**src/design/icache_pkg.sv**
```systemverilog
`default_nettype none

package icache_pkg;

   // fetch address, doubleword granular
   // bits 2..0 never travel, the fetch unit asks for whole doublewords
   typedef logic [31:3] addr_t;

   // one instruction doubleword
   typedef logic [63:0] data_t;

   // byte offset bits of a 32-byte line
   localparam int line_byte_bits = 5;

   // word-in-line select, four doublewords per line
   localparam int line_off_bits = 2;

   // one bus beat per doubleword
   localparam int fill_beats = 4;

   // linefill sequencing
   // lf_req holds the line request until the bus acknowledges
   // lf_fill covers the beats up to and including the last one
   typedef enum logic [1:0] {
      lf_idle,
      lf_req,
      lf_fill
   } lf_state_t;

   // tag width left above index and line offset
   // index_bits 10 gives 17 tag bits, i.e. addr[31:15]
   function automatic int tag_bits_f(input int index_bits);
      int tag_bits;
      tag_bits = 32 - line_byte_bits - index_bits;
      return tag_bits;
   endfunction

endpackage

`default_nettype wire

```
**src/design/icache_array_if.sv**
```systemverilog
`timescale 1ns/1ns
`default_nettype none

interface icache_array_if #(
   parameter int index_bits = 10
);

   localparam int tag_bits = icache_pkg::tag_bits_f(index_bits);

   // lookup side, ic1 command
   logic                                 lu_en;
   logic [index_bits-1:0]                lu_index;
   logic [icache_pkg::line_off_bits-1:0] lu_word;
   // ic2 address tag, also the tag written on fill
   logic [tag_bits-1:0]                  cmp_tag;

   // fill side, one beat per strobe
   logic                                 fill_we;
   logic                                 fill_way;
   logic [index_bits-1:0]                fill_index;
   logic [icache_pkg::line_off_bits-1:0] fill_word;
   logic                                 tag_we;

   // ic2 results from the tag array
   logic                                 hit;
   logic                                 hit_way;
   logic [1:0]                           way_valid;

   modport ctrl (
      output lu_en, lu_index, lu_word, cmp_tag,
      output fill_we, fill_way, fill_index, fill_word, tag_we,
      input  hit, way_valid
   );

   modport tag (
      input  lu_en, lu_index, cmp_tag, tag_we, fill_way, fill_index,
      output hit, hit_way, way_valid
   );

   modport data (
      input  lu_en, lu_index, lu_word,
      input  fill_we, fill_way, fill_index, fill_word,
      input  hit, hit_way
   );

endinterface

`default_nettype wire

```
**src/design/icache_ctrl.sv**
```systemverilog
`timescale 1ns/1ns
`default_nettype none

module icache_ctrl #(
   parameter int index_bits = 10
) (
   input  wire                                  clk,
   input  wire                                  arst_n,
   input  wire                                  fetch_req,
   input  wire icache_pkg::addr_t               fetch_addr,
   input  wire                                  fetch_cancel,
   input  wire                                  biu_ack,
   input  wire                                  biu_data_valid,
   input  wire                                  biu_data_last,
   output logic                                 fetch_ack,
   output logic                                 fetch_valid,
   output logic                                 biu_req,
   output icache_pkg::addr_t                    biu_addr,
   output logic [icache_pkg::line_off_bits-1:0] lfb_word,
   icache_array_if.ctrl                         arr
);

   localparam int tag_bits = icache_pkg::tag_bits_f(index_bits);
   localparam int off_bits = icache_pkg::line_byte_bits;

   logic                                 lu_ic1;
   logic                                 lu_ic2_q;
   logic                                 lu_inprog_q;
   icache_pkg::addr_t                    addr_ic2_q;
   logic                                 miss_ic2;
   logic                                 fill_beat;
   logic                                 fill_last;
   logic                                 data_valid;
   logic                                 cancel_q;
   icache_pkg::lf_state_t                lf_state_q;
   icache_pkg::lf_state_t                lf_state_d;
   logic [icache_pkg::line_off_bits-1:0] beat_q;
   logic                                 way_q;
   logic [index_bits-1:0]                arr_index;
   logic [icache_pkg::line_off_bits-1:0] arr_word;

   // one lookup at a time, a linefill counts as part of its lookup
   assign fetch_ack = fetch_req & ~lu_inprog_q;
   assign lu_ic1    = fetch_req & fetch_ack;

   assign miss_ic2   = lu_ic2_q & ~arr.hit;
   assign fill_beat  = (lf_state_q == icache_pkg::lf_fill) & biu_data_valid;
   assign fill_last  = fill_beat & biu_data_last;
   // internal delivery, hit or last beat of the fill
   assign data_valid = arr.hit | fill_last;
   // a live cancel or an armed one swallows this delivery
   assign fetch_valid = data_valid & ~(fetch_cancel | cancel_q);

   always_ff @(posedge clk or negedge arst_n) begin
      if (!arst_n) begin
         lu_ic2_q    <= 1'b0;
         lu_inprog_q <= 1'b0;
         cancel_q    <= 1'b0;
      end else begin
         lu_ic2_q    <= lu_ic1;
         lu_inprog_q <= (lu_inprog_q & ~data_valid) | lu_ic1;
         // arm on cancel, clear on delivery
         if (fetch_cancel | data_valid) begin
            cancel_q <= fetch_cancel & ~data_valid;
         end
      end
   end

   // ic2 address, held through the whole fill
   always_ff @(posedge clk) begin
      if (lu_ic1) begin
         addr_ic2_q <= fetch_addr;
      end
   end

   always_comb begin
      lf_state_d = lf_state_q;
      case (lf_state_q)
         icache_pkg::lf_idle: begin
            // ack may come back in the miss cycle itself
            if (miss_ic2) begin
               lf_state_d = biu_ack ? icache_pkg::lf_fill : icache_pkg::lf_req;
            end
         end
         icache_pkg::lf_req: begin
            if (biu_ack) begin
               lf_state_d = icache_pkg::lf_fill;
            end
         end
         icache_pkg::lf_fill: begin
            if (fill_last) begin
               lf_state_d = icache_pkg::lf_idle;
            end
         end
         default: lf_state_d = icache_pkg::lf_idle;
      endcase
   end

   always_ff @(posedge clk or negedge arst_n) begin
      if (!arst_n) begin
         lf_state_q <= icache_pkg::lf_idle;
         beat_q     <= '0;
         way_q      <= 1'b0;
      end else begin
         lf_state_q <= lf_state_d;
         // beats land at words 0..3 in order
         if (miss_ic2) begin
            beat_q <= '0;
         end else if (fill_beat) begin
            beat_q <= beat_q + 1'b1;
         end
         // way0 by default, way1 only if way0 taken and way1 free
         if (miss_ic2) begin
            way_q <= arr.way_valid[0] & ~arr.way_valid[1];
         end
      end
   end

   // request straight from the miss, then held by lf_req
   assign biu_req  = miss_ic2 | (lf_state_q == icache_pkg::lf_req);
   assign biu_addr = {addr_ic2_q[31:off_bits], {icache_pkg::line_off_bits{1'b0}}};
   assign lfb_word = addr_ic2_q[off_bits-1 -: icache_pkg::line_off_bits];

   // ic1 address while looking up, else ic2 line plus beat count
   assign arr_index = lu_ic1 ? fetch_addr[off_bits +: index_bits]
                             : addr_ic2_q[off_bits +: index_bits];
   assign arr_word  = lu_ic1 ? fetch_addr[off_bits-1 -: icache_pkg::line_off_bits] : beat_q;

   assign arr.lu_en      = lu_ic1;
   assign arr.lu_index   = arr_index;
   assign arr.lu_word    = arr_word;
   assign arr.cmp_tag    = addr_ic2_q[31 -: tag_bits];
   assign arr.fill_we    = fill_beat;
   assign arr.fill_way   = way_q;
   assign arr.fill_index = arr_index;
   assign arr.fill_word  = arr_word;
   assign arr.tag_we     = fill_last;

   // a miss is only possible from idle
   assert property (@(posedge clk) disable iff (!arst_n)
      lf_state_q == icache_pkg::lf_fill |-> !biu_req);

   // beats only follow an outstanding line request
   assert property (@(posedge clk) disable iff (!arst_n)
      biu_data_valid |-> lf_state_q != icache_pkg::lf_idle);

endmodule

`default_nettype wire

```
**src/flat_wrapper.sv**
```systemverilog
// flat-port wrapper written by rule: the top's interface ports become plain ports
module icache_ctrl_flat 
#(
   parameter int index_bits = 10
)
  (clk, arst_n, fetch_req, fetch_addr, fetch_cancel, biu_ack, biu_data_valid, biu_data_last, fetch_ack, fetch_valid, biu_req, biu_addr, lfb_word, arr_lu_en, arr_lu_index, arr_lu_word, arr_cmp_tag, arr_fill_we, arr_fill_way, arr_fill_index, arr_fill_word, arr_tag_we, arr_hit, arr_way_valid);
  icache_array_if #(.index_bits(index_bits)) arr_i ();
  input  wire clk;
  input  wire arst_n;
  input  wire fetch_req;
  input  wire icache_pkg::addr_t fetch_addr;
  input  wire fetch_cancel;
  input  wire biu_ack;
  input  wire biu_data_valid;
  input  wire biu_data_last;
  output logic fetch_ack;
  output logic fetch_valid;
  output logic biu_req;
  output icache_pkg::addr_t biu_addr;
  output logic [icache_pkg::line_off_bits-1:0] lfb_word;
  output wire logic [$bits(arr_i.lu_en)-1:0] arr_lu_en;
  output wire logic [$bits(arr_i.lu_index)-1:0] arr_lu_index;
  output wire logic [$bits(arr_i.lu_word)-1:0] arr_lu_word;
  output wire logic [$bits(arr_i.cmp_tag)-1:0] arr_cmp_tag;
  output wire logic [$bits(arr_i.fill_we)-1:0] arr_fill_we;
  output wire logic [$bits(arr_i.fill_way)-1:0] arr_fill_way;
  output wire logic [$bits(arr_i.fill_index)-1:0] arr_fill_index;
  output wire logic [$bits(arr_i.fill_word)-1:0] arr_fill_word;
  output wire logic [$bits(arr_i.tag_we)-1:0] arr_tag_we;
  input wire logic [$bits(arr_i.hit)-1:0] arr_hit;
  input wire logic [$bits(arr_i.way_valid)-1:0] arr_way_valid;
  assign arr_lu_en = arr_i.lu_en;
  assign arr_lu_index = arr_i.lu_index;
  assign arr_lu_word = arr_i.lu_word;
  assign arr_cmp_tag = arr_i.cmp_tag;
  assign arr_fill_we = arr_i.fill_we;
  assign arr_fill_way = arr_i.fill_way;
  assign arr_fill_index = arr_i.fill_index;
  assign arr_fill_word = arr_i.fill_word;
  assign arr_tag_we = arr_i.tag_we;
  assign arr_i.hit = arr_hit;
  assign arr_i.way_valid = arr_way_valid;
  icache_ctrl #(.index_bits(index_bits)) u_core (.clk(clk), .arst_n(arst_n), .fetch_req(fetch_req), .fetch_addr(fetch_addr), .fetch_cancel(fetch_cancel), .biu_ack(biu_ack), .biu_data_valid(biu_data_valid), .biu_data_last(biu_data_last), .fetch_ack(fetch_ack), .fetch_valid(fetch_valid), .biu_req(biu_req), .biu_addr(biu_addr), .lfb_word(lfb_word), .arr(arr_i));
endmodule
```
**config.mk**
```make
export PLATFORM = sky130hd
export DESIGN_NAME = icache_ctrl_flat
export DESIGN_NICKNAME = d
export VERILOG_FILES = /design/src/design/icache_pkg.sv /design/src/design/icache_array_if.sv /design/src/design/icache_ctrl.sv /design/src/flat_wrapper.sv
export SDC_FILE = /design/constraint.sdc
export NUM_CORES = 1
export LEC_CHECK = 0
export BUFFER_PORTS_ARGS = -buffer_cell sky130_fd_sc_hd__buf_2
export CORE_UTILIZATION = 43
export DETAILED_ROUTE_END_ITERATION = 8
export PLACE_DENSITY = 0.87
export SLEW_MARGIN = 20
export SYNTH_ARGS = -nofsm -noshare
export SYNTH_HDL_FRONTEND = slang
export SYNTH_SLANG_ARGS = --single-unit
export TNS_END_PERCENT = 1
```
**constraint.sdc**
```tcl
create_clock -name clk -period 3 [get_ports clk]
set_input_delay 0.3 -clock clk [delete_from_list [all_inputs] [get_ports clk]]
set_output_delay 0.3 -clock clk [all_outputs]
set_load 0.05 [all_outputs]
```
# Word level (Yosys, flattened, before mapping)
# Cells that the tools add are included.
# totals
ff_bits,37
inputBits,39
out_inout_bits,79
elab_cells,44
# op_classes
n_addsub,1
n_eq_ne,5
muxes,9
bitwise,19
n_reduce_logical,3
# op_table
cell,count
2-to-1 mux 2 bit,7
2-to-1 mux 10 bit,1
AND 1 bit,9
case mux 2 bit (3 select lines),1
inverter 1 bit,5
bitwise OR 1 bit,5
"inequality test 2 x 1 -> 1 bit, second input constant",2
AND reduction 3 bit,1
"adder 2 x 1 -> 2 bit, second input constant",1
"equality test 2 x 1 -> 1 bit, second input constant",1
"equality test 2 bit, second input constant",1
zero test 2 bit,1
"inequality test 2 bit, second input constant",1
nonzero test 2 bit,1

# Longest topological paths before layout
# logic_depth
depth_word,7
ltp_mapped,6
mapped_depth_nobuf,4

# Worst setup path after synthesis
# No wires, ideal clock.
# synth_timing
path_kind,reg2out
from,register u_core.lf_state_q[0]
to,output fetch_valid
arrival_ns,1.875
required_ns,2.700
slack_ns,0.825
stages_incl_launch_ff,5
path_buffers,1
path_cell_list,dfrtp_1 -> and3b_1 -> buf_6 -> a21oi_4 -> nor3_1
# synth_between
elab_chain_cells,5
# synth_rtl
element,line,text
"start, declared",icache_ctrl.sv:35,icache_pkg::lf_state_t lf_state_q;
"start signal, assigned",icache_ctrl.sv:101,lf_state_q <= icache_pkg::lf_idle;
"start signal, assigned",icache_ctrl.sv:105,lf_state_q <= lf_state_d;
equality test 2 bit,icache_ctrl.sv:47,assign fill_beat = (lf_state_q == icache_pkg::lf_fill) & biu_data_valid;
AND 1 bit,icache_ctrl.sv:47,
named net arr_fill_we,flat_wrapper.sv:25,output wire logic [$bits(arr_i.fill_we)-1:0] arr_fill_we;
AND 1 bit,icache_ctrl.sv:48,assign fill_last = fill_beat & biu_data_last;
bitwise OR 1 bit,icache_ctrl.sv:50,assign data_valid = arr.hit | fill_last;
AND 1 bit,icache_ctrl.sv:52,assign fetch_valid = data_valid & ~(fetch_cancel | cancel_q);
"end, declared",flat_wrapper.sv:17,output logic fetch_valid;
# The timed path passes the listed nets, and every way through them passes these cells.

# Final worst setup path
# layout_timing
from,register u_core.lu_inprog_q
to,output arr_fill_index[1]
# layout_between
elab_chain_cells,4
# layout_rtl
element,line,text
"start, declared",icache_ctrl.sv:28,logic lu_inprog_q;
"start signal, assigned",icache_ctrl.sv:61,lu_inprog_q <= (lu_inprog_q & ~data_valid) | lu_ic1;
inverter 1 bit,icache_ctrl.sv:43,assign fetch_ack = fetch_req & ~lu_inprog_q;
AND 1 bit,icache_ctrl.sv:43,
AND 1 bit,icache_ctrl.sv:44,assign lu_ic1 = fetch_req & fetch_ack;
2-to-1 mux 10 bit,icache_ctrl.sv:125,assign arr_index = lu_ic1 ? fetch_addr[off_bits +: index_bits]
"end, declared",flat_wrapper.sv:27,output wire logic [$bits(arr_i.fill_index)-1:0] arr_fill_index;
# Every way passes these cells.

==> flow_metrics.tcl <==
set metrics [dict create \
    status "finished, final reports clean" \
    start_kind "register" \
    rsz0062_at_grt "no" \
    synth_commonest_cells "39 x nand2_1, 32 x buf_4, 29 x edfxtp_1" \
    synthToLayoutAreaGrowth_pct 29.5 \
    numPortBuffers 115 \
    root_buffer "clkbuf_8" \
    diodes 0 \
    synth_mux_area_frac 0 \
    grt_most_used_layer "met2" \
    synth_seq_area_share 0.655 \
    core_area_um2 3660 \
    yosysTopAreaCell "edfxtp_1" \
    gp_congestion 0.781 \
    worst_path_dominant_cell_family "buffers and inverters" \
    power_frac_comb 0.410 \
    worst-setup-path-type "reg -> out" \
    pwr-share-seq 0.395 \
    p_int_w 0.000918 \
    placed_area_um2 2030 \
    synth_top_cell_area_share 0.533 \
    antenna_found_initial 0 \
    clk_latency_ns 0.28 \
    wl_per_cell_um 11.3 \
    avgSynthCellArea_um2 12.3 \
    slowest_delay_ns 0.38 \
    path_buf_inv 2 \
    pwr-share-clk 0.195 \
    use_met3 0.0543 \
    die_x_um 63.7 \
    drt_iter0_markers 38 \
    max_freq_mhz 495 \
    min_path_type "in -> reg" \
    path_cells "nand2b_4 > inv_1 > nand2_1 > nand2_1 > buf_2" \
    met1_usage 0.163 \
    cts_tree "built" \
    ys_warn_count 0 \
    powerDensity_nw_per_um2 778 \
    grt_start_max_net_pins 24 \
    slowest_stage "dfrtp_1" \
    clock-skew-final_ns 0.00448 \
    via_per_inst 4.45 \
    synthMostInstantiatedCell "nand2_1" \
    cp_common_cell "nand2_1" \
    finalCritPeriodShare 0.674 \
    netlist_area_um2 1640 \
    drive_gt1_frac 0.556 \
    ant_nets 0 \
    final_util 0.578 \
    ys_ff_latch 37 \
    worstPathArrival_ns 1.72 \
    synth_edf_count 29 \
    dp_cells 264 \
    grtUsageTotal 0.163 \
    synthAdderAreaFrac 0 \
    cp-end-kind "output port" \
    totalWireLength_mm 3.09 \
    start_util 0.447 \
    finalHoldViolCount 0 \
    cap_viol_max_count 0 \
    path_clk_slew_ns 0.07 \
    use_met2 0.285 \
    gr-total-overflow 0 \
    irDropWorstVdd_uv 335 \
    synth-xor-area-share 0.0107 \
    synth.distinct_cells 25 \
    async_reset_ff_frac 0.216 \
    leakage_nw 1.09 \
    setup_violations 0 \
    fin_nets 263 \
    ios 118 \
    power.net_switching_w 0.000728 \
    synth-simple-area-share 0.137 \
    fin_setup_tns_ns 0 \
    dp_hpwl_mm 2.42 \
    die_area_um2 4050 \
    synth_top_family_by_area "buffers and inverters" \
    layout_min_cycle_time_ns 2.02 \
    grt_pass1_vias 1122 \
    drtPass1Iterations 4 \
    die_h_um 63.7 \
    ys.flop_type "edfxtp_1" \
    postCtsSetupBuffers 0 \
    syn_inst 133 \
    cts_buffers 5 \
    via_count 1214 \
    clk_path_buf_depth 2 \
    grt_pass1_wl_mm 4.86 \
    synth_compound_area_frac 0.0314 \
    maxSlewViolCount 0 \
    route.detailed.drc 0 \
    num_rows 22 \
    worstPathRequired_ns 2.70 \
    clock-sinks 37 \
    fin_area_um2 2120 \
    h-tree-depth 2 \
    path_max_fanout 14 \
    finalNonFillerCells 273 \
    p_sw_frac 0.442 \
    synthTopCellsByArea "edfxtp_1 53%, buf_4 15%, dfrtp_1 12%" \
    cts_resized 0 \
]
==> final cells by class <==
type / instances / area [um2]
fill: 322 / 1540
sequential: 37 / 1070
timing repair buffer: 117 / 593
multi-input combinational: 60 / 300
clock buffer: 7 / 76.3
tap: 48 / 60.1
inverter: 3 / 11.3
clock inverter: 1 / 5.00
==> sequential cells by signal, indices dropped and copies added, names as in the netlist <==
name / count
u_core.addr_ic2_q: 29
u_core.beat_q: 2
u_core.lf_state_q: 2
u_core.arr.fill_way: 1
u_core.cancel_q: 1
u_core.lu_ic2_q: 1
u_core.lu_inprog_q: 1
==> what timing repair did <==
action | CTS | global route
setup endpoints to repair | 0 | 0
hold buffers | 1 | 0
hold endpoints to repair | 8 | 0
==> cell usage in the layout, fill, tap and decap left out <==
| cell | n |
|---|---|
| buf_2 | 115 |
| nand2_1 | 39 |
| edfxtp_1 | 29 |
| dfrtp_1 | 8 |
| clkbuf_8 | 5 |
| inv_1 | 3 |
| nor2b_1 | 2 |
| nor2_1 | 2 |
| conb_1 | 2 |
| clkbuf_1 | 2 |
| nand2b_4 | 1 |
| and3b_1 | 1 |
| and2_2 | 1 |
| a21oi_4 | 1 |
| nor3_1 | 1 |
| a21o_1 | 1 |
| nand2b_1 | 1 |
| o21ai_0 | 1 |
| a21oi_1 | 1 |
| xnor2_1 | 1 |
| nand4b_1 | 1 |
| xor2_1 | 1 |
| nand3b_1 | 1 |
| a32o_1 | 1 |
| o21a_1 | 1 |
| clkinv_2 | 1 |
| dlygate4sd3_1 | 1 |
| buf_4 | 1 |
==> power by group through the flow <==
stage               clock network, W  registers, W  logic (W)
floorplan                          0      0.000777   0.000476
global placement                   0      0.000659   0.000671
detailed placement                 0      0.000661   0.000677
CTS                         0.000330      0.000651   0.000678
global route                0.000349      0.000659   0.000707
finish                      0.000322      0.000650   0.000675
==> through the flow <==
| stage | total power [W] | hold WS, ns | setup WS [ns] |
|---|---|---|---|
| 5_1_grt | 0.00171 | 0.172 | 0.874 |
| 3_5_place_dp | 0.00134 | 0.150 | 1.30 |
| 2_1_floorplan | 0.00125 | 0.00441 | 0.825 |
| 3_3_place_gp | 0.00133 | 0.149 | 1.37 |
| 4_1_cts | 0.00166 | 0.168 | 0.983 |
| 6_report | 0.00165 | 0.175 | 0.978 |
==> path summary, 6_finish.rpt <==
path / startpoint / end / slack [ns] / cells after the start
max: u_core.lu_inprog_q$_DFF_PN0_ / arr_fill_index[1] / 0.98 / 5
min: biu_ack / u_core.lf_state_q[0]$_DFFE_PN0P_ / 0.17 / 2
max reg2reg: u_core.lu_inprog_q$_DFF_PN0_ / u_core.addr_ic2_q[5]$_DFFE_PN_ / 1.44 / 3
min reg2reg: u_core.arr.fill_way$_DFFE_PN0P_ / u_core.arr.fill_way$_DFFE_PN0P_ / 0.47 / 2
max in group asynchronous: arst_n / u_core.beat_q[1]$_DFFE_PN0P_ / 2.45 / 2
min in group asynchronous: arst_n / u_core.arr.fill_way$_DFFE_PN0P_ / 0.38 / 2
==> layer usage <==
layer / share of wire / up-vias
met5: 0 / -
met4: 0.018 / 0
met3: 0.086 / 7
met2: 0.50 / 75
met1: 0.40 / 548
li1: - / 584
==> cell families after synthesis <==
kind of cell | count (synthesis)
AND/OR/NAND/NOR | 50
flip-flops | 37
buffers and inverters | 37
AO/OA/AOI/OAI | 6
XOR/XNOR | 2
other | 1
(Power assumes the default switching activity.)
