**src/design/icache_pkg.sv**
```systemverilog
`default_nettype none

package icache_pkg;

   // fetch address, doubleword granular
   // bits 2..0 never travel, the fetch unit asks for whole doublewords
   typedef logic [31:3] addr_t;

   // one instruction doubleword
   typedef logic [63:0] data_t;

   // byte offset bits of a 32-byte line
   localparam int line_byte_bits = 5;

   // word-in-line select, four doublewords per line
   localparam int line_off_bits = 2;

   // one bus beat per doubleword
   localparam int fill_beats = 4;

   // linefill sequencing
   // lf_req holds the line request until the bus acknowledges
   // lf_fill covers the beats up to and including the last one
   typedef enum logic [1:0] {
      lf_idle,
      lf_req,
      lf_fill
   } lf_state_t;

   // tag width left above index and line offset
   // index_bits 10 gives 17 tag bits, i.e. addr[31:15]
   function automatic int tag_bits_f(input int index_bits);
      int tag_bits;
      tag_bits = 32 - line_byte_bits - index_bits;
      return tag_bits;
   endfunction

endpackage

`default_nettype wire

```
**src/design/icache_lfb.sv**
```systemverilog
`timescale 1ns/1ns
`default_nettype none

module icache_lfb (
   input  wire                                  clk,
   input  wire                                  arst_n,
   input  wire                                  biu_data_valid,
   input  wire                                  biu_data_last,
   input  wire icache_pkg::data_t               biu_data,
   input  wire [icache_pkg::line_off_bits-1:0]  word_sel,
   output logic                                 lfb_valid,
   output icache_pkg::data_t                    lfb_data
);

   localparam int beats = icache_pkg::fill_beats;

   logic [beats-1:0]  ptr_q;
   icache_pkg::data_t beat_q [beats];

   // one-hot beat pointer, back to word 0 after the last beat
   always_ff @(posedge clk or negedge arst_n) begin
      if (!arst_n) begin
         ptr_q <= 1;
      end else if (biu_data_valid) begin
         if (biu_data_last) begin
            ptr_q <= 1;
         end else begin
            ptr_q <= {ptr_q[beats-2:0], ptr_q[beats-1]};
         end
      end
   end

   // capture each beat in its own slot
   always_ff @(posedge clk) begin
      for (int i = 0; i < beats; i++) begin
         if (biu_data_valid && ptr_q[i]) begin
            beat_q[i] <= biu_data;
         end
      end
   end

   assign lfb_valid = biu_data_valid & biu_data_last;
   // last word is still on the bus, not yet in its slot
   assign lfb_data  = (word_sel == beats - 1) ? biu_data : beat_q[word_sel];

   // a line is always four beats
   assert property (@(posedge clk) disable iff (!arst_n)
      biu_data_valid && biu_data_last |-> ptr_q[beats-1]);

endmodule

`default_nettype wire

```
**config.mk**
```make
export PLATFORM = sky130hd
export DESIGN_NAME = icache_lfb
export DESIGN_NICKNAME = d
export VERILOG_FILES = /design/src/design/icache_pkg.sv /design/src/design/icache_lfb.sv
export SDC_FILE = /design/constraint.sdc
export NUM_CORES = 1
export LEC_CHECK = 0
export BUFFER_PORTS_ARGS = -buffer_cell sky130_fd_sc_hd__buf_2
export CAP_MARGIN = 10
export CELL_PAD_IN_SITES_DETAIL_PLACEMENT = 2
export CELL_PAD_IN_SITES_GLOBAL_PLACEMENT = 2
export CORE_MARGIN = 5
export CORE_UTILIZATION = 45
export CTS_CLUSTER_DIAMETER = 60
export DETAILED_ROUTE_END_ITERATION = 7
export PLACE_DENSITY_LB_ADDON = 0.1
export SLEW_MARGIN = 20
export SYNTH_ARGS = -nofsm -noshare
export SYNTH_HDL_FRONTEND = slang
export SYNTH_SLANG_ARGS = --single-unit
```
**constraint.sdc**
```tcl
create_clock -name clk -period 6.73 [get_ports clk]
set_clock_uncertainty 0.15 [all_clocks]
set_input_delay 0.673 -clock clk [delete_from_list [all_inputs] [get_ports clk]]
set_output_delay 0.673 -clock clk [all_outputs]
set_load 0.03 [all_outputs]
```
=== Word level (Yosys, flattened, before mapping) ===
Memories as Yosys holds them, arrays and structs flattened.
Cells that the tools add are included.

* Register bits after elaboration: 4
* Bits in latches: 0
* Memory bits (writable): 256
* Memory bits (read-only): 0
* Input bits: 70
* Output and inout port bits: 65
* Word-level logic and storage cells: 18
* Memories: 1

{| class="wikitable"
|+ Memories
! memory !! depth !! width !! rd ports !! clocked after Yosys merged registers in !! wr ports !! RTL line !! RTL
|-
| beat_q || 4 || 64 || 1 || 0 || 4 || icache_lfb.sv:18 || <nowiki>icache_pkg::data_t beat_q [beats];</nowiki>
|}

* Add/sub/neg operators: 0
* Multipliers: 0
* Div/mod/pow operators: 0
* Magnitude comparators: 0
* Eq/ne operators: 1
* Shift-type cells: 0
* Mux-type cells: 10
* Bitwise gates (word level): 1
* Reductions and logical operators: 4

{| class="wikitable"
|+ Operators with widths
! cell !! count
|-
| 2-to-1 mux 64 bit || 1
|-
| 2-to-1 mux 1 bit || 8
|-
| logical AND 1 bit || 4
|-
| 2-to-1 mux 4 bit || 1
|-
| equality test 2 bit (second input constant) || 1
|-
| bitwise AND 1 bit || 1
|}

=== Longest topological paths before layout ===
Gate-level depths: netlist of the first run.

* Depth after elaboration: 3
* Depth in mapped cells: 3
* Gate-level depth less buffers: 2

=== Worst setup path before layout of the first run ===
Ideal clock, no wire load.

* Path type: input to register
* From: input biu_data_valid
* To: memory beat_q[1][0] in the netlist's numbering, enable pin
* Library setup time: 0.488 ns
* Data arrival time: 3.400 ns
* Setup slack: 2.692 ns
* Stages on the path: 2
* Cell sequence: inv_1 > nor2_1

{| class="wikitable"
|+ RTL lines
! what !! RTL line !! RTL
|-
| start, declared || icache_lfb.sv:7 || <nowiki>input wire biu_data_valid,</nowiki>
|-
| end, declared || icache_lfb.sv:18 ||
|}

=== Worst setup path in the final report of the first run ===
* From: input word_sel[0] in the netlist's numbering
* To: output lfb_data[2]

* Longest elaborated chain between the ends: 2

{| class="wikitable"
|+ RTL lines
! what !! RTL line !! RTL
|-
| start, declared || icache_lfb.sv:10 || <nowiki>input wire [icache_pkg::line_off_bits-1:0] word_sel,</nowiki>
|-
| memory read (4 x 64 bit) or equality test 2 bit (tied branches) || -- ||
|-
| 2-to-1 mux 64 bit (*) || icache_lfb.sv:44 || <nowiki>assign lfb_data = (word_sel == beats - 1) ? biu_data : beat_q[word_sel];</nowiki>
|-
| end, declared || icache_lfb.sv:12 || <nowiki>output icache_pkg::data_t lfb_data</nowiki>
|}

Mark *: on every way between the ends. The rest lies on a longest branch, timed or not.

==> results of run 1 <==
-- state kept, by name (all words and copies together), names as in the netlist --
signal / cells
beat_q: 192
ptr_q: 4
-- worst max-delay path: stages --
cell	delay, ns
buf_4	0.54
buf_4	0.60
mux4_1	0.63
buf_2	0.20
-- synthesized netlist by cell type, types with 2 or more instances --
master	count
edfxtp_1	192
buf_2	6
a22o_1	2
nor2_1	2
buf_12	6
mux4_2	60
mux4_1	4
and2_1	3
inv_1	3
dfrtp_1	3
-- stage by stage --
stage	cells	instance area (sq um)	total power, mW	hold WS [ns]	setup WS, ns
after CTS	664	9050	2.86	0.290	3.08
after detailed placement	631	8390	1.74	0.338	3.09
after floorplan	288	7570	1.64	0.227	2.69
after global placement	631	8390	1.73	0.325	3.10
final	664	9050	2.82	0.299	3.19
after global routing	664	9050	2.94	0.286	2.97
-- power by group --
part	internal [mW]	total [mW]	switching, mW
clock	0.665	1.12	0.453
sequential	1.41	1.43	0.0166
combinational	0.0985	0.281	0.182
-- cell usage in the layout, fill, tap and decap left out --
cell	synthesis	final
and2_1	3	1
dfrtp_1	3	3
dfstp_2	1	1
a21oi_1	1	1
inv_6	0	3
clkinv_1	0	1
buf_2	6	133
edfxtp_1	192	192
and2_4	0	2
inv_1	3	3
mux4_2	60	60
clkinvlp_4	0	3
clkinv_2	0	1
nand3b_1	1	1
nor2_1	2	1
bufinv_16	0	5
nor2b_1	1	1
mux4_1	4	4
buf_4	0	4
inv_8	0	1
dlygate4sd3_1	0	1
nor2_4	0	1
clkinv_4	0	1
clkbuf_16	0	17
a22o_1	2	2
o21ai_0	1	1
-- routing by layer --
layer  share of wire [%]  wire (um)
met5               0.067         11
met2                  54       8840
met4                0.61        101
met1                  39       6510
met3                 6.4       1060
-- worst max path at each step --
stage,slack [ns],endpoint,depth (start not counted)
3_5_place_dp,3.09,lfb_data[2],4
2_1_floorplan,2.69,beat_q[1][0],2
4_1_cts,3.08,lfb_data[2],4
5_1_grt,2.97,lfb_data[2],4
6_report,3.19,lfb_data[2],4
3_3_place_gp,3.10,lfb_data[2],4
-- cell type report --
| cell class | instances | area (sq um) |
|---|---|---|
| Clock buffer | 17 | 425 |
| Clock inverter | 15 | 228 |
| Fill cell | 1407 | 7480 |
| Inverter | 3 | 11.3 |
| Multi-Input combinational cell | 75 | 1540 |
| Sequential cell | 196 | 5870 |
| Tap cell | 220 | 275 |
| Timing Repair Buffer | 138 | 706 |
-- cell families (layout without fill, tap and decap cells) --
family / Yosys count / after routing / synth area share, %
DFF: 196 / 196 / 77.5
muxes: 64 / 64 / 19.2
buffers and inverters: 17 / 173 / 2.35
and+or+nand+nor: 7 / 7 / 0.529
AOI/OAI and AO/OA: 4 / 4 / 0.364
==> results.ini, run 1 <==
[final_layout]
drive_gt1_share_pct = 52.3
nets = 501
fin_util_pct = 54.8
antenna_cells = 0
area_delta_synth_final_pct = 19.6

[synthesis]
synth_cell_types = 17
synthesis.nets = 358
ys.warnings.count = 0
synth_top_area_share_pct = 76.2
syn_inst = 288
synthesis.area_sq_um = 7570
syn_avg_cell_area_sq_um = 26.3
ys_top_cells_by_area = edfxtp_1 76%, mux4_2 18%, buf_12 1.6%
synthArstFlopShare_pct = 2.04
synth_seq_area_share_pct = 77.5
synth_seq_cells = 196
synth-edff-count = 192
synth-main-ff-cell = edfxtp_1
yosysTopAreaCell = edfxtp_1

[clock_tree]
clk_path_buf_depth = 2
clock-root-buffer = clkbuf_16
hold_buffers = 1
cts-buffers-inserted = 17
post_cts_buffers = 0
cts_tree = yes
htree_levels = 4
cts.sinks = 196
clk_latency_ns = 0.43
clk_pin_slew_ns = 0.07
cts.repair.resized = 0

[critical_path]
reg2reg_setup_slack_ns = 4.40
arrival_ns = 2.71
r2r-end = beat_q[1][14]
r2r_cells = 3
worstSetupPathType = in2out
crit_path_start = word_sel[0]
crit_required_ns = 5.91
end_kind = output port
r2r_start = ptr_q[1]
start_kind = input port
cp_max_fo = 36

[status]
status = completed

[routing]
post-route-drc-count = 0
wl_per_cell_um = 24.9
first_pass_iters = 4
vias_per_cell = 5.36
drtIter0Drc = 185
ant_nets = 0
postRouteWirelength_um = 16500
vias = 3559

[global_routing]
antenna_found_initial = 1
met1_usage_pct = 22.1
met3_usage_pct = 6.11
first_global_vias = 4154
grtUsageMet2_pct = 30.3
grt_use_total_pct = 17.8
grt_overflow = 0
grt_pass1_wl_um = 25700
busiest_layer = met2
grt_max_degree = 65

[timing]
worst_pin_slew_ns = 1.01
setup_viol = 0
max_clock_freq_ghz = 0.283
setup_tns_ns = 0
final_max_slew_viol_count = 0
fin_crit_ns = 3.54
rsz0062_at_grt = no
slew_headroom_pct = 32.5
period_share_pct = 52.5
hold_viol = 0

[power_and_ir_drop]
ir_drop_v = 0.000184
p_leak_nw = 3.15
p_per_area_nw_per_um2 = 312

[die]
start_util_pct = 45.8
core-area_sq_um = 16500
die_h_um = 140
rows = 47
die_area_sq_um = 19500
dieWidth_um = 140
ios = 135

[run]
max_cap_violations = 0

[place]
gp_congestion = 0.707
io_buffers = 134
dp.final_hpwl_um = 10400

[worst_hold_path]
min_to = beat_q[0][52]
hold_start = biu_data[52]
hold_path_class = in2reg
min_path_cells = 1

No activity file was read; power rests on OpenSTA's default activity.
==> inputs of run 2 (changes only) <==
--- a/config.mk
+++ b/config.mk
@@ -10,7 +10,7 @@
 export CELL_PAD_IN_SITES_DETAIL_PLACEMENT = 2
 export CELL_PAD_IN_SITES_GLOBAL_PLACEMENT = 2
 export CORE_MARGIN = 5
-export CORE_UTILIZATION = 45
+export CORE_UTILIZATION = 42
 export CTS_CLUSTER_DIAMETER = 60
 export DETAILED_ROUTE_END_ITERATION = 7
 export PLACE_DENSITY_LB_ADDON = 0.1
==> constraint.sdc (replaced) <==
create_clock -name clk -period 3.3 [get_ports clk]
set_clock_uncertainty 0.15 [all_clocks]
set_input_delay 0.33 -clock clk [delete_from_list [all_inputs] [get_ports clk]]
set_output_delay 0.33 -clock clk [all_outputs]
set_load 0.03 [all_outputs]
==> run 2 against run 1 <==
Sequential share of layout area down 4.0 points. Final cell count up 11%. Total power up 93%. Sequential power up 100%. Clock-buffer cell count unchanged. Critical path depth unchanged. Register-to-register slack worse by 3.0 ns. Sequential cell count unchanged. Via count up 6.1%.
==> results.ini, run 2 (synthesis results as in run 1) <==
[timing]
fin_crit_ns = 2.20
setup_tns_ns = 0
hold_ws_ns = 0.0487
worst_pin_slew_ns = 0.982
final_max_slew_viol_count = 0
max_clock_freq_ghz = 0.454
rsz0062_at_grt = no
setup_ws_ns = 1.10
hold_viol = 0
period_share_pct = 66.7
slew_headroom_pct = 34.5
setup_viol = 0

[critical_path]
r2r-end = beat_q[0][53]
crit_required_ns = 2.82
reg2reg_setup_slack_ns = 1.41
start_kind = input port
r2r_start = ptr_q[0]
crit_path_start = biu_data[37]
slowest_delay_ns = 0.54
r2r_cells = 1
worst-path-buf-inv = 3
cp_max_fo = 4
end_kind = output port
cp_cell_sequence = dlygate4sd3_1 > buf_2 > mux4_2 > buf_2
worstSetupPathType = in2out
slowest_stage = dlygate4sd3_1
cpMostUsedCell = buf_2
arrival_ns = 1.72
critPathTopFamily = buffers and inverters

[clock_tree]
cts.sinks = 196
cts.repair.resized = 0
clk_latency_ns = 0.42
cts_tree = yes
clk_pin_slew_ns = 0.07
clock-root-buffer = clkbuf_16
clk_path_buf_depth = 2
htree_levels = 4
cts-buffers-inserted = 17

[routing]
postRouteWirelength_um = 16300
first_pass_iters = 4
drtIter0Drc = 258
vias = 3775
post-route-drc-count = 0
wl_per_cell_um = 22.1
vias_per_cell = 5.12
ant_nets = 0

[global_routing]
grtUsageMet2_pct = 27.3
met1_usage_pct = 21.9
grt_use_total_pct = 16.5
antenna_found_initial = 0
first_global_vias = 4388
grt_overflow = 0
grt_pass1_wl_um = 25400
met3_usage_pct = 4.86
busiest_layer = met2
grt_max_degree = 65

[die]
start_util_pct = 42.4
core-area_sq_um = 17800
ios = 135
dieWidth_um = 144
rows = 49
die_area_sq_um = 20800
die_h_um = 144

[final_layout]
stdcell_area_sq_um = 9640
antenna_cells = 0
final_common_cell = edfxtp_1
n_fill_cell = 1521
nets = 566
fin_util_pct = 54.0
area_delta_synth_final_pct = 27.4
drive_gt1_share_pct = 46.0
layout_common_cells = 192 x edfxtp_1, 132 x buf_2, 64 x dlygate4sd3_1
reg_top3 = beat_q: 192 flops, ptr_q: 4 flops
largest_register_ffs = 192
regMostFlops = beat_q
finalNonFillerCells = 738

[power_and_ir_drop]
intPower_mw = 4.11
switching_share_pct = 24.7
ir_drop_v = 0.000351
p_sw_mw = 1.35
p_leak_nw = 3.38
power_frac_comb_pct = 11.7
pwr-share-clk_pct = 35.2
seqPwrFrac_pct = 53.2
finalPower_mw = 5.46
p_per_area_nw_per_um2 = 567

[status]
status = completed

[place]
dp_cells = 642
dpl_worst_slack_ns = 1.09
dp.final_hpwl_um = 9630
gp_congestion = 0.713
io_buffers = 134
dpl_cell_area_sq_um = 8450

[worst_hold_path]
hold_path_class = in2reg
min_to = beat_q[2][54]
hold_start = biu_data[54]
min_path_cells = 1

[run]
max_cap_violations = 0

[run 2: changes by cell type in the layout (fill, tap and decap cells not counted)]
cell,delta
dlygate4sd3_1,+63
bufinv_16,-5
clkinvlp_4,+2
buf_2,-1
clkinv_4,+2
inv_8,+2
inv_6,-1
buf_12,+3
[run 2: worst max path at each step]
stage                    to  cells after the start
4_1_cts        lfb_data[23]                      4
2_1_floorplan  beat_q[1][0]                      2
3_5_place_dp    lfb_data[1]                      4
5_1_grt         lfb_data[2]                      4
6_report       lfb_data[37]                      4
3_3_place_gp    lfb_data[1]                      4
[run 2: final cells by class]
type                    count  area, sq um  area share, %
flip-flops and latches    196         5870           60.8
clock buffers              17          425           4.41
clock inverters            15          124           1.28
well taps                 229          287           2.97
inverters                   3         11.3          0.117
repair buffers            203         1390           14.4
multi-input cells          75         1540           15.9
[run 2: power groups by stage]
stage	registers (mW)	clock network (mW)	logic [mW]
after CTS	2.91	1.98	0.653
after global routing	2.91	2.13	0.684
after detailed placement	2.96	0	0.592
after floorplan	2.95	0	0.392
after global placement	2.95	0	0.580
final	2.90	1.92	0.638
[run 2: layer usage]
| layer | vias to the layer above | routed length, um |
|---|---|---|
| met3 | 6 | 948 |
| met2 | 99 | 8400 |
| met5 | - | 0 |
| met4 | 0 | 104 |
| met1 | 1987 | 6830 |
| li1 | 1683 | - |
[run 2: what timing repair did]
item                                    in CTS  in global routing
endpoints found under the hold margin      193                  0
buffers inserted                             0                  0
hold buffers                                64                  0
endpoints found under the setup margin       0                  0
==> inputs of run 3 (changes only) <==
--- a/config.mk
+++ b/config.mk
@@ -5,12 +5,13 @@
 export SDC_FILE = /design/constraint.sdc
 export NUM_CORES = 1
 export LEC_CHECK = 0
+export ABC_AREA = 1
 export BUFFER_PORTS_ARGS = -buffer_cell sky130_fd_sc_hd__buf_2
 export CAP_MARGIN = 10
 export CELL_PAD_IN_SITES_DETAIL_PLACEMENT = 2
 export CELL_PAD_IN_SITES_GLOBAL_PLACEMENT = 2
 export CORE_MARGIN = 5
-export CORE_UTILIZATION = 42
+export CORE_UTILIZATION = 34
 export CTS_CLUSTER_DIAMETER = 60
 export DETAILED_ROUTE_END_ITERATION = 7
 export PLACE_DENSITY_LB_ADDON = 0.1
==> constraint.sdc (replaced) <==
create_clock -name clk -period 1.8 [get_ports clk]
set_clock_uncertainty 0.15 [all_clocks]
set_input_delay 0.18 -clock clk [delete_from_list [all_inputs] [get_ports clk]]
set_output_delay 0.18 -clock clk [all_outputs]
set_load 0.03 [all_outputs]
==> run 3 against run 2 <==
Worst setup slack worse by 1.1 ns. Final cell count is 130% higher. Clock power grew to 2.9 times the previous value. Non-clock buffer count is 32 higher. Combinational power grew to 2.9 times the previous value. Synthesized cell count grew to 3.6 times the previous value. Utilization is 8.3 points lower. Register-to-register slack worse by 1.1 ns. Sequential share of layout area is 8.6 points lower. Die area is 76% higher. Wire length is 100% higher. Critical endpoint is now lfb_data[10]. Largest power group unchanged. Highest routed layer unchanged.
==> results.ini, run 3 <==
[global_routing]
grt_max_degree = 51
first_global_vias = 9179
grt_pass1_wl_um = 50600
grt_overflow = 0
grt_use_total_pct = 17.5
antenna_found_initial = 0

[synthesis]
synth-edff-count = 255
synth_seq_cells = 259
synthArstFlopShare_pct = 1.54
synth.most_common_cell = nand2_1
synth_seq_area_share_pct = 69.6
syn_avg_cell_area_sq_um = 10.8
ys_top_cells_by_count = 327 x nand2_1, 255 x edfxtp_1, 133 x inv_1
ys.warnings.count = 0
syn_inst = 1034
synth-main-ff-cell = edfxtp_1
synth_cell_types = 17
synthesis.area_sq_um = 11100
ys_top_cells_by_area = edfxtp_1 69%, nand2_1 11%, inv_1 4.5%
synthesis.nets = 1104
synth_top_area_share_pct = 68.7
yosysTopAreaCell = edfxtp_1

[timing]
rsz0062_at_grt = yes
final_max_slew_viol_count = 0
hold_viol = 0
slew_headroom_pct = 77.1
worst_pin_slew_ns = 0.344
max_clock_freq_ghz = 0.560
hold_ws_ns = 0.258
period_share_pct = 99.1
fin_crit_ns = 1.78
setup_tns_ns = 0
setup_viol = 0

[final_layout]
drive_gt1_share_pct = 22.8
regMostFlops = beat_q
area_delta_synth_final_pct = 33.2
layout_common_cells = 315 x nand2_1, 255 x edfxtp_1, 128 x inv_1
reg_top3 = beat_q: 255 flops, ptr_q: 4 flops
nets = 1318
fin_util_pct = 45.8
largest_register_ffs = 255
final_common_cell = nand2_1

[place]
gp_congestion = 0.683
io_buffers = 134
dp.final_hpwl_um = 19000

[die]
dieWidth_um = 191
die_h_um = 191
rows = 66
start_util_pct = 34.4
core-area_sq_um = 32500
die_area_sq_um = 36500
ios = 135

[routing]
wl_met2_um = 16800
postRouteWirelength_um = 32500
ant_nets = 0
drtIter0Drc = 315
wl_met3_um = 1260
first_pass_iters = 4
top_layer = met4
wl_met1_um = 14100
wl_per_cell_um = 19.0
post-route-drc-count = 0
vias = 8170
vias_per_cell = 4.78

[clock_tree]
cts.sinks = 259
clk_path_buf_depth = 3
clock-root-buffer = clkbuf_16
cts_tree = yes
clk_latency_ns = 0.53
clk_pin_slew_ns = 0.05
cts-buffers-inserted = 31
post_cts_buffers = 0
htree_levels = 1

[power_and_ir_drop]
p_per_area_nw_per_um2 = 965
ir_drop_v = 0.000663
p_leak_nw = 6.10

[critical_path]
cp_max_fo = 1
slowest_stage = edfxtp_1
worst-path-buf-inv = 1
cp_cell_sequence = nand2_1 > nand2_1 > nand2_1 > a21oi_2 > buf_6
crit_required_ns = 1.47
end_kind = output port
start_kind = register
worstSetupPathType = reg2out
arrival_ns = 1.45
slowest_delay_ns = 0.32
cpMostUsedCell = nand2_1
critPathTopFamily = flip-flops

[run]
max_cap_violations = 0

[worst_hold_path]
hold_path_class = in2reg

[status]
status = completed

==> run 3: metal layers <==
layer / global-route usage [%] / vias to the layer above
met5: 0 / -
met4: 3.26 / 0
met3: 2.72 / 32
met2: 31.6 / 129
met1: 22.5 / 4183
li1: - / 3826
==> run 3: path summary, 6_finish.rpt <==
check                      slack, ns       endpoint  depth (start not counted)          start
hold reg to reg                 0.37       ptr_q[2]                          2       ptr_q[2]
hold / removal                  0.26  beat_q[0][60]                          2   biu_data[60]
max in group asynchronous       0.86       ptr_q[0]                          3         arst_n
setup / recovery                0.02   lfb_data[10]                          5  beat_q[0][10]
setup reg to reg                0.29  beat_q[0][15]                          3       ptr_q[0]
min in group asynchronous       0.40       ptr_q[3]                          3         arst_n
==> run 3: per-stage QoR <==
stage	power, mW	setup WS [ns]	cell area, sq um	std cells
6_report	14.3	0.0155	14900	1710
5_1_grt	15.0	-0.0534	14900	1709
4_1_cts	14.4	-0.00268	14400	1708
3_5_place_dp	8.58	0.0253	12600	1588
3_3_place_gp	8.54	0.0681	12600	1588
2_1_floorplan	7.90	-0.101	11200	1034
==> run 3: layout make-up <==
class / instances / area, sq um
multi-input cells: 587 / 2960
clock buffers: 38 / 802
repair buffers: 235 / 2160
flip-flops and latches: 259 / 7760
inverters: 134 / 523
well taps: 442 / 553
fillers: 3347 / 17600
clock inverters: 14 / 93.8
diodes: 1 / 2.50
==> run 3: what timing repair did <==
action                                 4_1_cts  5_1_grt
gates resized for setup                     57      143
pin swaps                                    5       44
endpoints found under the hold margin      263        0
gates cloned                                 0        1
setup endpoints to repair                   32       59
hold buffers                                69        0
==> run 3: logic make-up (layout without fill, tap and decap cells) <==
logic type,after synthesis,count (layout),synth area share (%)
flops,259,259,69.6
other cells,0,1,0
simple gates,519,519,20.3
buf+inv,188,421,7.01
compound gates,68,68,3.06
==> run 3: power breakdown <==
group / switching (mW) / internal [mW]
combinational: 1.17 / 0.699
sequential: 0.0480 / 6.87
clock: 2.29 / 3.26
